[src/include/rv_m_config.svh]
`ifndef RV_M_CONFIG_SVH
`define RV_M_CONFIG_SVH

// Data width of rs1, rs2 and the result
`define RV_M_XLEN 32

// Width of the result tag returned with each completion
`define RV_M_TAG_W 4

// Divider step counter, must hold the value XLEN
`define RV_M_CNT_W 6

`endif
[src/rv_m_unit_pkg.sv]
`default_nettype none

`include "rv_m_config.svh"

package rv_m_unit_pkg;

  // Register-sized operand or result
  typedef logic [`RV_M_XLEN-1:0] word_t;

  // Full product width
  typedef logic [2*`RV_M_XLEN-1:0] dword_t;

  // Identifies a result when it returns out of order
  typedef logic [`RV_M_TAG_W-1:0] tag_t;

  typedef enum logic [1:0] {
    DIV_IDLE,
    DIV_RUN,
    DIV_HOLD
  } div_state_t;

endpackage

`default_nettype wire

[src/rv_m_isa_pkg.sv]
`default_nettype none

`include "rv_m_config.svh"

package rv_m_isa_pkg;

  // funct3 field of the M extension
  typedef logic [2:0] m_op_t;

  // Multiply class, bit 2 clear
  localparam m_op_t OP_MUL    = 3'b000;
  localparam m_op_t OP_MULH   = 3'b001;
  localparam m_op_t OP_MULHSU = 3'b010;
  localparam m_op_t OP_MULHU  = 3'b011;

  // Division class, bit 2 set
  localparam m_op_t OP_DIV    = 3'b100;
  localparam m_op_t OP_DIVU   = 3'b101;
  localparam m_op_t OP_REM    = 3'b110;
  localparam m_op_t OP_REMU   = 3'b111;

endpackage

`default_nettype wire

[src/rv_m_unit.sv]
`timescale 1ns/1ps
`default_nettype none

module rv_m_unit (
  input  logic                 clk,
  input  logic                 arst_n,
  input  logic                 start,
  input  rv_m_isa_pkg::m_op_t  op,
  input  rv_m_unit_pkg::word_t rs1,
  input  rv_m_unit_pkg::word_t rs2,
  input  rv_m_unit_pkg::tag_t  tag,
  output logic                 div_busy,
  output logic                 result_valid,
  output rv_m_unit_pkg::word_t result,
  output rv_m_unit_pkg::tag_t  result_tag
);

  logic                 mul_start;
  logic                 div_start;
  logic                 mul_valid;
  rv_m_unit_pkg::word_t mul_result;
  rv_m_unit_pkg::tag_t  mul_tag;
  logic                 div_done;
  logic                 div_ack;
  rv_m_unit_pkg::word_t div_result;
  rv_m_unit_pkg::tag_t  div_tag;

  // funct3 bit 2 selects the division class
  assign mul_start = start && !op[2];
  assign div_start = start && op[2];

  rv_m_mul u_mul (
    .clk        (clk),
    .arst_n     (arst_n),
    .mul_start  (mul_start),
    .op         (op),
    .rs1        (rs1),
    .rs2        (rs2),
    .tag        (tag),
    .mul_valid  (mul_valid),
    .mul_result (mul_result),
    .mul_tag    (mul_tag)
  );

  rv_m_div u_div (
    .clk        (clk),
    .arst_n     (arst_n),
    .div_start  (div_start),
    .op         (op),
    .rs1        (rs1),
    .rs2        (rs2),
    .tag        (tag),
    .div_ack    (div_ack),
    .div_busy   (div_busy),
    .div_done   (div_done),
    .div_result (div_result),
    .div_tag    (div_tag)
  );

  rv_m_writeback_arb u_arb (
    .clk          (clk),
    .arst_n       (arst_n),
    .mul_valid    (mul_valid),
    .mul_result   (mul_result),
    .mul_tag      (mul_tag),
    .div_done     (div_done),
    .div_result   (div_result),
    .div_tag      (div_tag),
    .div_ack      (div_ack),
    .result_valid (result_valid),
    .result       (result),
    .result_tag   (result_tag)
  );

endmodule

`default_nettype wire

[src/rv_m_writeback_arb.sv]
`timescale 1ns/1ps
`default_nettype none

module rv_m_writeback_arb (
  input  logic                 clk,
  input  logic                 arst_n,
  input  logic                 mul_valid,
  input  rv_m_unit_pkg::word_t mul_result,
  input  rv_m_unit_pkg::tag_t  mul_tag,
  input  logic                 div_done,
  input  rv_m_unit_pkg::word_t div_result,
  input  rv_m_unit_pkg::tag_t  div_tag,
  output logic                 div_ack,
  output logic                 result_valid,
  output rv_m_unit_pkg::word_t result,
  output rv_m_unit_pkg::tag_t  result_tag
);

  // Multiplier has no buffering, so it always wins the port
  assign div_ack = div_done && !mul_valid;

  always_ff @(posedge clk or negedge arst_n) begin
    if (!arst_n) begin
      result_valid <= 1'b0;
    end else begin
      result_valid <= mul_valid || div_ack;
    end
  end

  // Result and tag only change when a completion is taken
  always_ff @(posedge clk) begin
    if (mul_valid) begin
      result     <= mul_result;
      result_tag <= mul_tag;
    end else if (div_ack) begin
      result     <= div_result;
      result_tag <= div_tag;
    end
  end

endmodule

`default_nettype wire

[src/rv_m_div.sv]
`timescale 1ns/1ps
`default_nettype none

`include "rv_m_config.svh"

module rv_m_div (
  input  logic                 clk,
  input  logic                 arst_n,
  input  logic                 div_start,
  input  rv_m_isa_pkg::m_op_t  op,
  input  rv_m_unit_pkg::word_t rs1,
  input  rv_m_unit_pkg::word_t rs2,
  input  rv_m_unit_pkg::tag_t  tag,
  input  logic                 div_ack,
  output logic                 div_busy,
  output logic                 div_done,
  output rv_m_unit_pkg::word_t div_result,
  output rv_m_unit_pkg::tag_t  div_tag
);

  localparam int XLEN  = `RV_M_XLEN;
  localparam int CNT_W = `RV_M_CNT_W;
  localparam logic [CNT_W-1:0] LAST_STEP = CNT_W'(XLEN);

  rv_m_unit_pkg::div_state_t state;
  logic [CNT_W-1:0]          step_cnt;

  // Operand decode at start
  logic                 is_signed;
  logic                 rs1_neg;
  logic                 rs2_neg;
  rv_m_unit_pkg::word_t rs1_mag;
  rv_m_unit_pkg::word_t rs2_mag;

  // Captured operation
  rv_m_isa_pkg::m_op_t  op_q;
  rv_m_unit_pkg::word_t dvnd_q;
  rv_m_unit_pkg::word_t dvsr_q;
  rv_m_unit_pkg::word_t quo_q;
  rv_m_unit_pkg::word_t rem_q;
  logic                 q_neg_q;
  logic                 r_neg_q;
  logic                 zero_q;
  logic                 ovf_q;

  // One restoring step
  logic [XLEN:0]        rem_shift;
  logic                 fits;
  rv_m_unit_pkg::word_t rem_sub;

  // Fixup
  rv_m_unit_pkg::word_t quo_fix;
  rv_m_unit_pkg::word_t rem_fix;
  logic                 rem_op;

  assign is_signed = (op == rv_m_isa_pkg::OP_DIV) || (op == rv_m_isa_pkg::OP_REM);
  assign rs1_neg   = is_signed && rs1[XLEN-1];
  assign rs2_neg   = is_signed && rs2[XLEN-1];
  assign rs1_mag   = rs1_neg ? -rs1 : rs1;
  assign rs2_mag   = rs2_neg ? -rs2 : rs2;

  assign rem_shift = {rem_q, quo_q[XLEN-1]};
  assign fits      = rem_shift >= {1'b0, dvsr_q};
  // Difference is below the divisor, so it fits in a word
  assign rem_sub   = rem_shift[XLEN-1:0] - dvsr_q;

  assign rem_op = (op_q == rv_m_isa_pkg::OP_REM) || (op_q == rv_m_isa_pkg::OP_REMU);

  always_comb begin
    quo_fix = q_neg_q ? -quo_q : quo_q;
    rem_fix = r_neg_q ? -rem_q : rem_q;
    if (zero_q) begin
      quo_fix = '1;
      rem_fix = dvnd_q;
    end else if (ovf_q) begin
      quo_fix = dvnd_q;
      rem_fix = '0;
    end
  end

  always_ff @(posedge clk or negedge arst_n) begin
    if (!arst_n) begin
      state    <= rv_m_unit_pkg::DIV_IDLE;
      step_cnt <= '0;
    end else begin
      case (state)
        rv_m_unit_pkg::DIV_IDLE: begin
          if (div_start) begin
            state    <= rv_m_unit_pkg::DIV_RUN;
            step_cnt <= '0;
          end
        end
        rv_m_unit_pkg::DIV_RUN: begin
          // XLEN steps, then one cycle for the fixup
          if (step_cnt == LAST_STEP) begin
            state <= rv_m_unit_pkg::DIV_HOLD;
          end else begin
            step_cnt <= step_cnt + 1'b1;
          end
        end
        rv_m_unit_pkg::DIV_HOLD: begin
          if (div_ack) begin
            state <= rv_m_unit_pkg::DIV_IDLE;
          end
        end
        default: begin
          state <= rv_m_unit_pkg::DIV_IDLE;
        end
      endcase
    end
  end

  always_ff @(posedge clk) begin
    if (state == rv_m_unit_pkg::DIV_IDLE && div_start) begin
      op_q    <= op;
      div_tag <= tag;
      dvnd_q  <= rs1;
      dvsr_q  <= rs2_mag;
      quo_q   <= rs1_mag;
      rem_q   <= '0;
      q_neg_q <= rs1_neg ^ rs2_neg;
      r_neg_q <= rs1_neg;
      zero_q  <= (rs2 == '0);
      ovf_q   <= is_signed && (rs1 == {1'b1, {(XLEN-1){1'b0}}}) && (rs2 == '1);
    end else if (state == rv_m_unit_pkg::DIV_RUN) begin
      if (step_cnt == LAST_STEP) begin
        div_result <= rem_op ? rem_fix : quo_fix;
      end else begin
        quo_q <= {quo_q[XLEN-2:0], fits};
        rem_q <= fits ? rem_sub : rem_shift[XLEN-1:0];
      end
    end
  end

  assign div_busy = (state != rv_m_unit_pkg::DIV_IDLE);
  assign div_done = (state == rv_m_unit_pkg::DIV_HOLD);

endmodule

`default_nettype wire

[src/rv_m_mul.sv]
`timescale 1ns/1ps
`default_nettype none

`include "rv_m_config.svh"

module rv_m_mul (
  input  logic                 clk,
  input  logic                 arst_n,
  input  logic                 mul_start,
  input  rv_m_isa_pkg::m_op_t  op,
  input  rv_m_unit_pkg::word_t rs1,
  input  rv_m_unit_pkg::word_t rs2,
  input  rv_m_unit_pkg::tag_t  tag,
  output logic                 mul_valid,
  output rv_m_unit_pkg::word_t mul_result,
  output rv_m_unit_pkg::tag_t  mul_tag
);

  localparam int XLEN = `RV_M_XLEN;
  localparam int HALF = XLEN / 2;

  // Stage 1 registers
  logic                  s1_valid;
  rv_m_isa_pkg::m_op_t   s1_op;
  rv_m_unit_pkg::tag_t   s1_tag;
  rv_m_unit_pkg::word_t  s1_a;
  rv_m_unit_pkg::word_t  s1_b;
  logic                  s1_a_neg;
  logic                  s1_b_neg;
  rv_m_unit_pkg::word_t  s1_pp_ll;
  rv_m_unit_pkg::word_t  s1_pp_lh;
  rv_m_unit_pkg::word_t  s1_pp_hl;
  rv_m_unit_pkg::word_t  s1_pp_hh;

  // Stage 2 combine
  rv_m_unit_pkg::dword_t prod_u;
  rv_m_unit_pkg::word_t  prod_hi;

  always_ff @(posedge clk or negedge arst_n) begin
    if (!arst_n) begin
      s1_valid  <= 1'b0;
      mul_valid <= 1'b0;
    end else begin
      s1_valid  <= mul_start;
      mul_valid <= s1_valid;
    end
  end

  // Unsigned half-word products, signs handled in stage 2
  always_ff @(posedge clk) begin
    if (mul_start) begin
      s1_op    <= op;
      s1_tag   <= tag;
      s1_a     <= rs1;
      s1_b     <= rs2;
      s1_a_neg <= rs1[XLEN-1] &&
                  ((op == rv_m_isa_pkg::OP_MULH) || (op == rv_m_isa_pkg::OP_MULHSU));
      s1_b_neg <= rs2[XLEN-1] && (op == rv_m_isa_pkg::OP_MULH);
      s1_pp_ll <= rs1[HALF-1:0] * rs2[HALF-1:0];
      s1_pp_lh <= rs1[HALF-1:0] * rs2[XLEN-1:HALF];
      s1_pp_hl <= rs1[XLEN-1:HALF] * rs2[HALF-1:0];
      s1_pp_hh <= rs1[XLEN-1:HALF] * rs2[XLEN-1:HALF];
    end
  end

  assign prod_u = {s1_pp_hh, s1_pp_ll}
                + (rv_m_unit_pkg::dword_t'(s1_pp_lh) << HALF)
                + (rv_m_unit_pkg::dword_t'(s1_pp_hl) << HALF);

  // A negative operand contributes -2^XLEN times the other operand
  assign prod_hi = prod_u[2*XLEN-1:XLEN]
                 - (s1_a_neg ? s1_b : '0)
                 - (s1_b_neg ? s1_a : '0);

  always_ff @(posedge clk) begin
    if (s1_valid) begin
      mul_tag <= s1_tag;
      if (s1_op == rv_m_isa_pkg::OP_MUL) begin
        mul_result <= prod_u[XLEN-1:0];
      end else begin
        mul_result <= prod_hi;
      end
    end
  end

endmodule

`default_nettype wire

[config.mk]
export PLATFORM = sky130hd
export DESIGN_NAME = rv_m_unit
export DESIGN_NICKNAME = d
export VERILOG_FILES = /design/src/rv_m_unit_pkg.sv /design/src/rv_m_isa_pkg.sv /design/src/rv_m_unit.sv /design/src/rv_m_writeback_arb.sv /design/src/rv_m_div.sv /design/src/rv_m_mul.sv
export VERILOG_INCLUDE_DIRS = /design/src /design/src/include
export SDC_FILE = /design/constraint.sdc
export NUM_CORES = 2
export LEC_CHECK = 0
export ABC_AREA = 1
export ABC_CLOCK_PERIOD_IN_PS = 13400
export BUFFER_PORTS_ARGS = -buffer_cell sky130_fd_sc_hd__buf_2
export CORE_MARGIN = 10
export CORE_UTILIZATION = 65
export DETAILED_ROUTE_END_ITERATION = 8
export GPL_TIMING_DRIVEN = 0
export PLACE_DENSITY = 0.94
export REMOVE_ABC_BUFFERS = 1
export SLEW_MARGIN = 15
export SYNTH_ARGS = -nofsm -noshare
export SYNTH_HDL_FRONTEND = slang
export SYNTH_SLANG_ARGS = --single-unit
[constraint.sdc]
create_clock -name clk -period 13.4 [get_ports clk]
set_input_delay 2.01 -clock clk [delete_from_list [all_inputs] [get_ports clk]]
set_output_delay 2.01 -clock clk [all_outputs]
set_load 0.03 [all_outputs]
# Yosys cells after proc, flatten, opt, wreduce, memory -nomap -nowiden
# Index checks and enable logic that the tools add are counted.
# word_totals
elab_cells	119
register_bits	455
# op_classes
n_lt_le_gt_ge	1
multipliers	4
add_sub_neg	10
bitwise	3
mux	27
n_reduce_logical	28
n_eq_ne	16
# op_table
op	n
$mux 32	18
$add 64x48->64	2
$mul 16x16->32	4
$neg 32->32	4
$sub 32x32->32	3
$eq 32x32->1 const B	2
$ge 33x32->1	1
$logic_not 32->1	1
$eq 3x3->1 const B	4
$mux 6	2
$pmux 6 s2	1
$logic_and 1x1->1	10
$reduce_and 3->1	3
$mux 4	2
$reduce_bool 2->1	4
$add 6x1->6 const B	1
$eq 6x6->1 const B	1
$mux 2	3
$ne 2x2->1 const B	3
$pmux 2 s3	1
$logic_or 1x1->1	4
$ne 2x1->1 const B	2
$reduce_and 2->1	2
$eq 3x1->1 const B	1
8 further kinds	10

# Longest topological paths before layout
# depth
depth_word	5
ltp_mapped	32
depth_no_buf	32

# Cells and area by module
# Synthesis repeated with hierarchy kept, for this count alone.
# hier_totals
cells_unflattened	7877
hier_area_um2	62846.5
# by_module_without_submodules
module	instances	area_per_inst_um2	cells_per_inst
rv_m_mul	1	47461.8	5659
rv_m_div	1	13773.2	2058
rv_m_writeback_arb	1	1594.0	156
rv_m_unit	1	17.5	4

# Worst setup path before layout
# No wires, ideal clock.
# synth_timing
path_kind	input to register
start	input port start
end	register u_mul.s1_valid
path_slack_ps	1899
n_path_buf	0
path_stages	2
t_arrival_ps	10492
path_cell_list	inv_1 -> nor2_1
# synth_between
elab_chain_len	1
# synth_lines
item	line	rtl
start: declaration	rv_m_unit.sv:7	input logic start,
$logic_and 1x1->1	rv_m_unit.sv:29	assign mul_start = start && !op[2];
net mul_start	rv_m_unit.sv:18	logic mul_start;
end signal: assignment	rv_m_mul.sv:44	s1_valid <= mul_start;
end: declaration	rv_m_mul.sv:23	logic s1_valid;
# The timed path passes the listed nets, and every way through them passes these cells.
# A chain may end at the register's enable or synchronous reset.

# Final worst setup path
# layout_timing
start	input port rs2[24]
end	register u_mul.s1_pp_lh[28], data pin
# layout_between
elab_chain_len	1
# layout_lines
item	line	rtl
start: declaration	rv_m_unit.sv:10	input rv_m_unit_pkg::word_t rs2,
$mul 16x16->32	rv_m_mul.sv:60	s1_pp_lh <= rs1[HALF-1:0] * rs2[XLEN-1:HALF];
end signal: assignment	rv_m_mul.sv:60	
end: declaration	rv_m_mul.sv:31	rv_m_unit_pkg::word_t s1_pp_lh;
# No other way between the ends.

==> impl_summary.log <==
INFO  metric clk-insertion-delay-late = 630 ps
INFO  metric vias_per_cell = about 6
INFO  metric clock_slew_at_reported_path_ffs = approximately 60 ps
INFO  metric unrepaired_setup_endpoints_after_global_routing = no
INFO  metric fin_skew = roughly 26 ps
INFO  metric timing.fmax = around 0.12 GHz
INFO  metric placementRows = ~110
INFO  metric tritoncts.num_buffers = 48
INFO  metric yosysSeqAreaShare = between 20% and 30%
INFO  metric pin_count = 112
INFO  metric cts_tree = yes
INFO  metric synthCells = 7530
INFO  metric placed_cells = 8590
INFO  metric violated_checks = design-rule violations
INFO  metric syn_area_per_cell = 8.19 um^2
INFO  metric synth.ff_latch_count = 454
INFO  metric worst_setup_path_end_kind = register
INFO  metric final.period_utilization = 60.7%
INFO  metric timing.hold.worst.class = reg -> reg
INFO  metric layout-area-overhead-vs-synth = 4.97%
INFO  metric groute.usage.overall = 34.1%
INFO  metric worstPathMaxFanout = 37
INFO  metric die_h = about 330 um
INFO  metric setup_ws = 5260 ps
INFO  metric critical_path_class = in -> reg
INFO  metric synth_top_area_cell = fa_1
INFO  metric worst_case_hold_slack = 423 ps
INFO  metric cts_repair_resize_count = 0
INFO  metric ys.warnings.count = 0
INFO  metric layout_common_cells = nand2_1, inv_1, fa_1
INFO  metric vias = 51900
INFO  metric die-area = 108000 um^2
INFO  metric synth-edff-count = 411
INFO  metric tns = 0 ps
INFO  metric finish.cell_count_without_fillers = just under 9000
INFO  metric postCtsSetupBuffers = 0
INFO  metric setup_viol = 0
INFO  metric yosys.cell_types.count = 65
INFO  metric finalNetCount = 8824
INFO  metric timing.critical_path.from = rs2[24]
INFO  metric totalWireLength = 184000 um
INFO  metric cts_root_buf = clkbuf_16
INFO  metric finalHoldViolCount = 0
INFO  metric synth.cell_area = roughly 60000 um^2
INFO  metric hp-start = u_mul.s1_tag[2]$_DFFE_PP_
INFO  metric synth_top_cells_by_area = fa_1, edfxtp_1, nand2_1
INFO  metric first_global_vias = 54900
INFO  metric dieWidth = 328 um
INFO  metric antenna_found_initial = 6
INFO  metric status = complete, but fails checks
INFO  metric grt_first_pass_wirelength = 290000 um
INFO  metric place.detailed.hpwl = 136000 um
INFO  metric relSlewSlack = 10.1%
INFO  metric route.antenna.remaining_nets = 0
INFO  metric period_needed = 8140 ps
INFO  metric synth_top_area_share = 27.3%
INFO  metric detail_route.wl_per_cell = between 20 and 25 um
INFO  metric initial_utilization = 65.8%
INFO  metric synth_top_flop_cell = edfxtp_1
INFO  metric detail_route.first_pass.iterations = 9
INFO  metric grt_start_max_net_pins = 56
INFO  metric mostFrequentLayoutCell = nand2_1
INFO  metric startpoint_class = input pin
INFO  metric worst_slew_pin_slew = 1350 ps
INFO  metric port-buffer-count = 111
INFO  metric crit-reg2reg-launch = u_mul.s1_pp_hl[1]$_DFFE_PP_
INFO  metric drv_slew = 0
INFO  metric floorplan.core_area = 93700 um^2
INFO  metric dp_worst_setup_slack = 4840 ps
INFO  metric worst_ep_arrival_time = 8520 ps
INFO  metric cts_hold_repair.buffers = 0
INFO  metric gp_congestion = 0.998
INFO  metric drc = 1
INFO  metric layout-drive-gt1-share = 4.55%
INFO  metric overflow = 0
INFO  metric htree_num_levels = 2
INFO  metric cts.path.max_buffers = 3
INFO  metric required_arrival_time_at_the_worst_endpoint = 13780 ps
INFO  metric drt_first_iter_violations = 5812
INFO  metric drv.max_cap_violation_count = 0
INFO  metric cts_sinks = 454
INFO  metric synth-async-reset-ratio = 2.42%
cell usage after synthesis, drive strengths merged (4+ instances only):
cell type  count
a31oi         26
ha           518
o21bai        15
inv         1728
clkbuf       229
o21ai        322
nand2       1923
o2111ai        8
xnor2        105
o211ai        27
or2            7
buf           97
a21o          25
nand4         41
a21oi        352
a21boi         4
dfxtp         32
nand3        167
xor2         153
a211oi         9
o21a          12
dfrtp         11
edfxtp       411
nor3          52
o22ai          9
a32o           6
fa           841
nor4          31
o221ai         7
nor2         341
cells by family after synthesis:
kind of cell / share of synthesized area [%]
compound gates: 7.54
xor+xnor: 3.66
fa+ha+maj: 37.8
buf+inv: 12.6
flops: 21.5
simple gates: 16.9
worst max-delay path, cell delays in order:
cell and delay, ps:
buf_2 930, nand2_1 180, fa_1 570, inv_1 50, fa_1 500, inv_1 60, fa_1 530, inv_1 50
fa_1 450, fa_1 490, inv_1 50, fa_1 480, inv_1 40, ha_1 350, nand2_1 120, nor4_1 580
nand4_1 200, nand3_1 160, nand2_1 60, nand2_1 110, nand3_1 90, nand2_1 100, xor2_1 340
layout make-up:
| class | instances | area, um^2 |
|---|---|---|
| tap | 1254 | 1570 |
| timing repair buffer | 137 | 1050 |
| clock inverter | 37 | 462 |
| multi-input combinational | 5021 | 40700 |
| fill | 6663 | 29000 |
| inverter | 1729 | 6490 |
| antenna | 7 | 17.5 |
| sequential | 454 | 13300 |
| clock buffer | 53 | 1220 |
path summary, 6_finish.rpt:
kind	endpoint	slack, ps	depth (start not counted)
worst max-delay path	u_mul.s1_pp_lh[28]$_DFFE_PP_	5260	23
worst min-delay path	u_mul.mul_tag[2]$_DFFE_PP_	420	0
worst max register to register	u_mul.mul_result[22]$_DFFE_PP_	6740	26
worst min register to register	u_mul.mul_tag[2]$_DFFE_PP_	420	0
max in group asynchronous	u_mul.mul_valid$_DFF_PN0_	11930	1
min in group asynchronous	u_div.step_cnt[5]$_DFFE_PN0P_	1250	1
per-layer routing:
metal	routed length (um)	part of all wire, %	GRT usage (%)
met1	63400	34	40.3
met2	86100	47	55.7
met3	21700	12	8.25
met4	13100	7.1	21.2
met5	28	0.015	0
per-stage QoR:
stage / utilization (%) / instance area [um^2]
6_report: 69.1 / 64800
4_1_cts: 68.9 / 64600
3_3_place_gp: 66.7 / 62500
5_1_grt: 69.1 / 64700
2_1_floorplan: - / 60400
3_5_place_dp: 67.1 / 63000
Power is not shown: default switching activity piles up to over one toggle a cycle in this logic, so the estimate is an artifact.
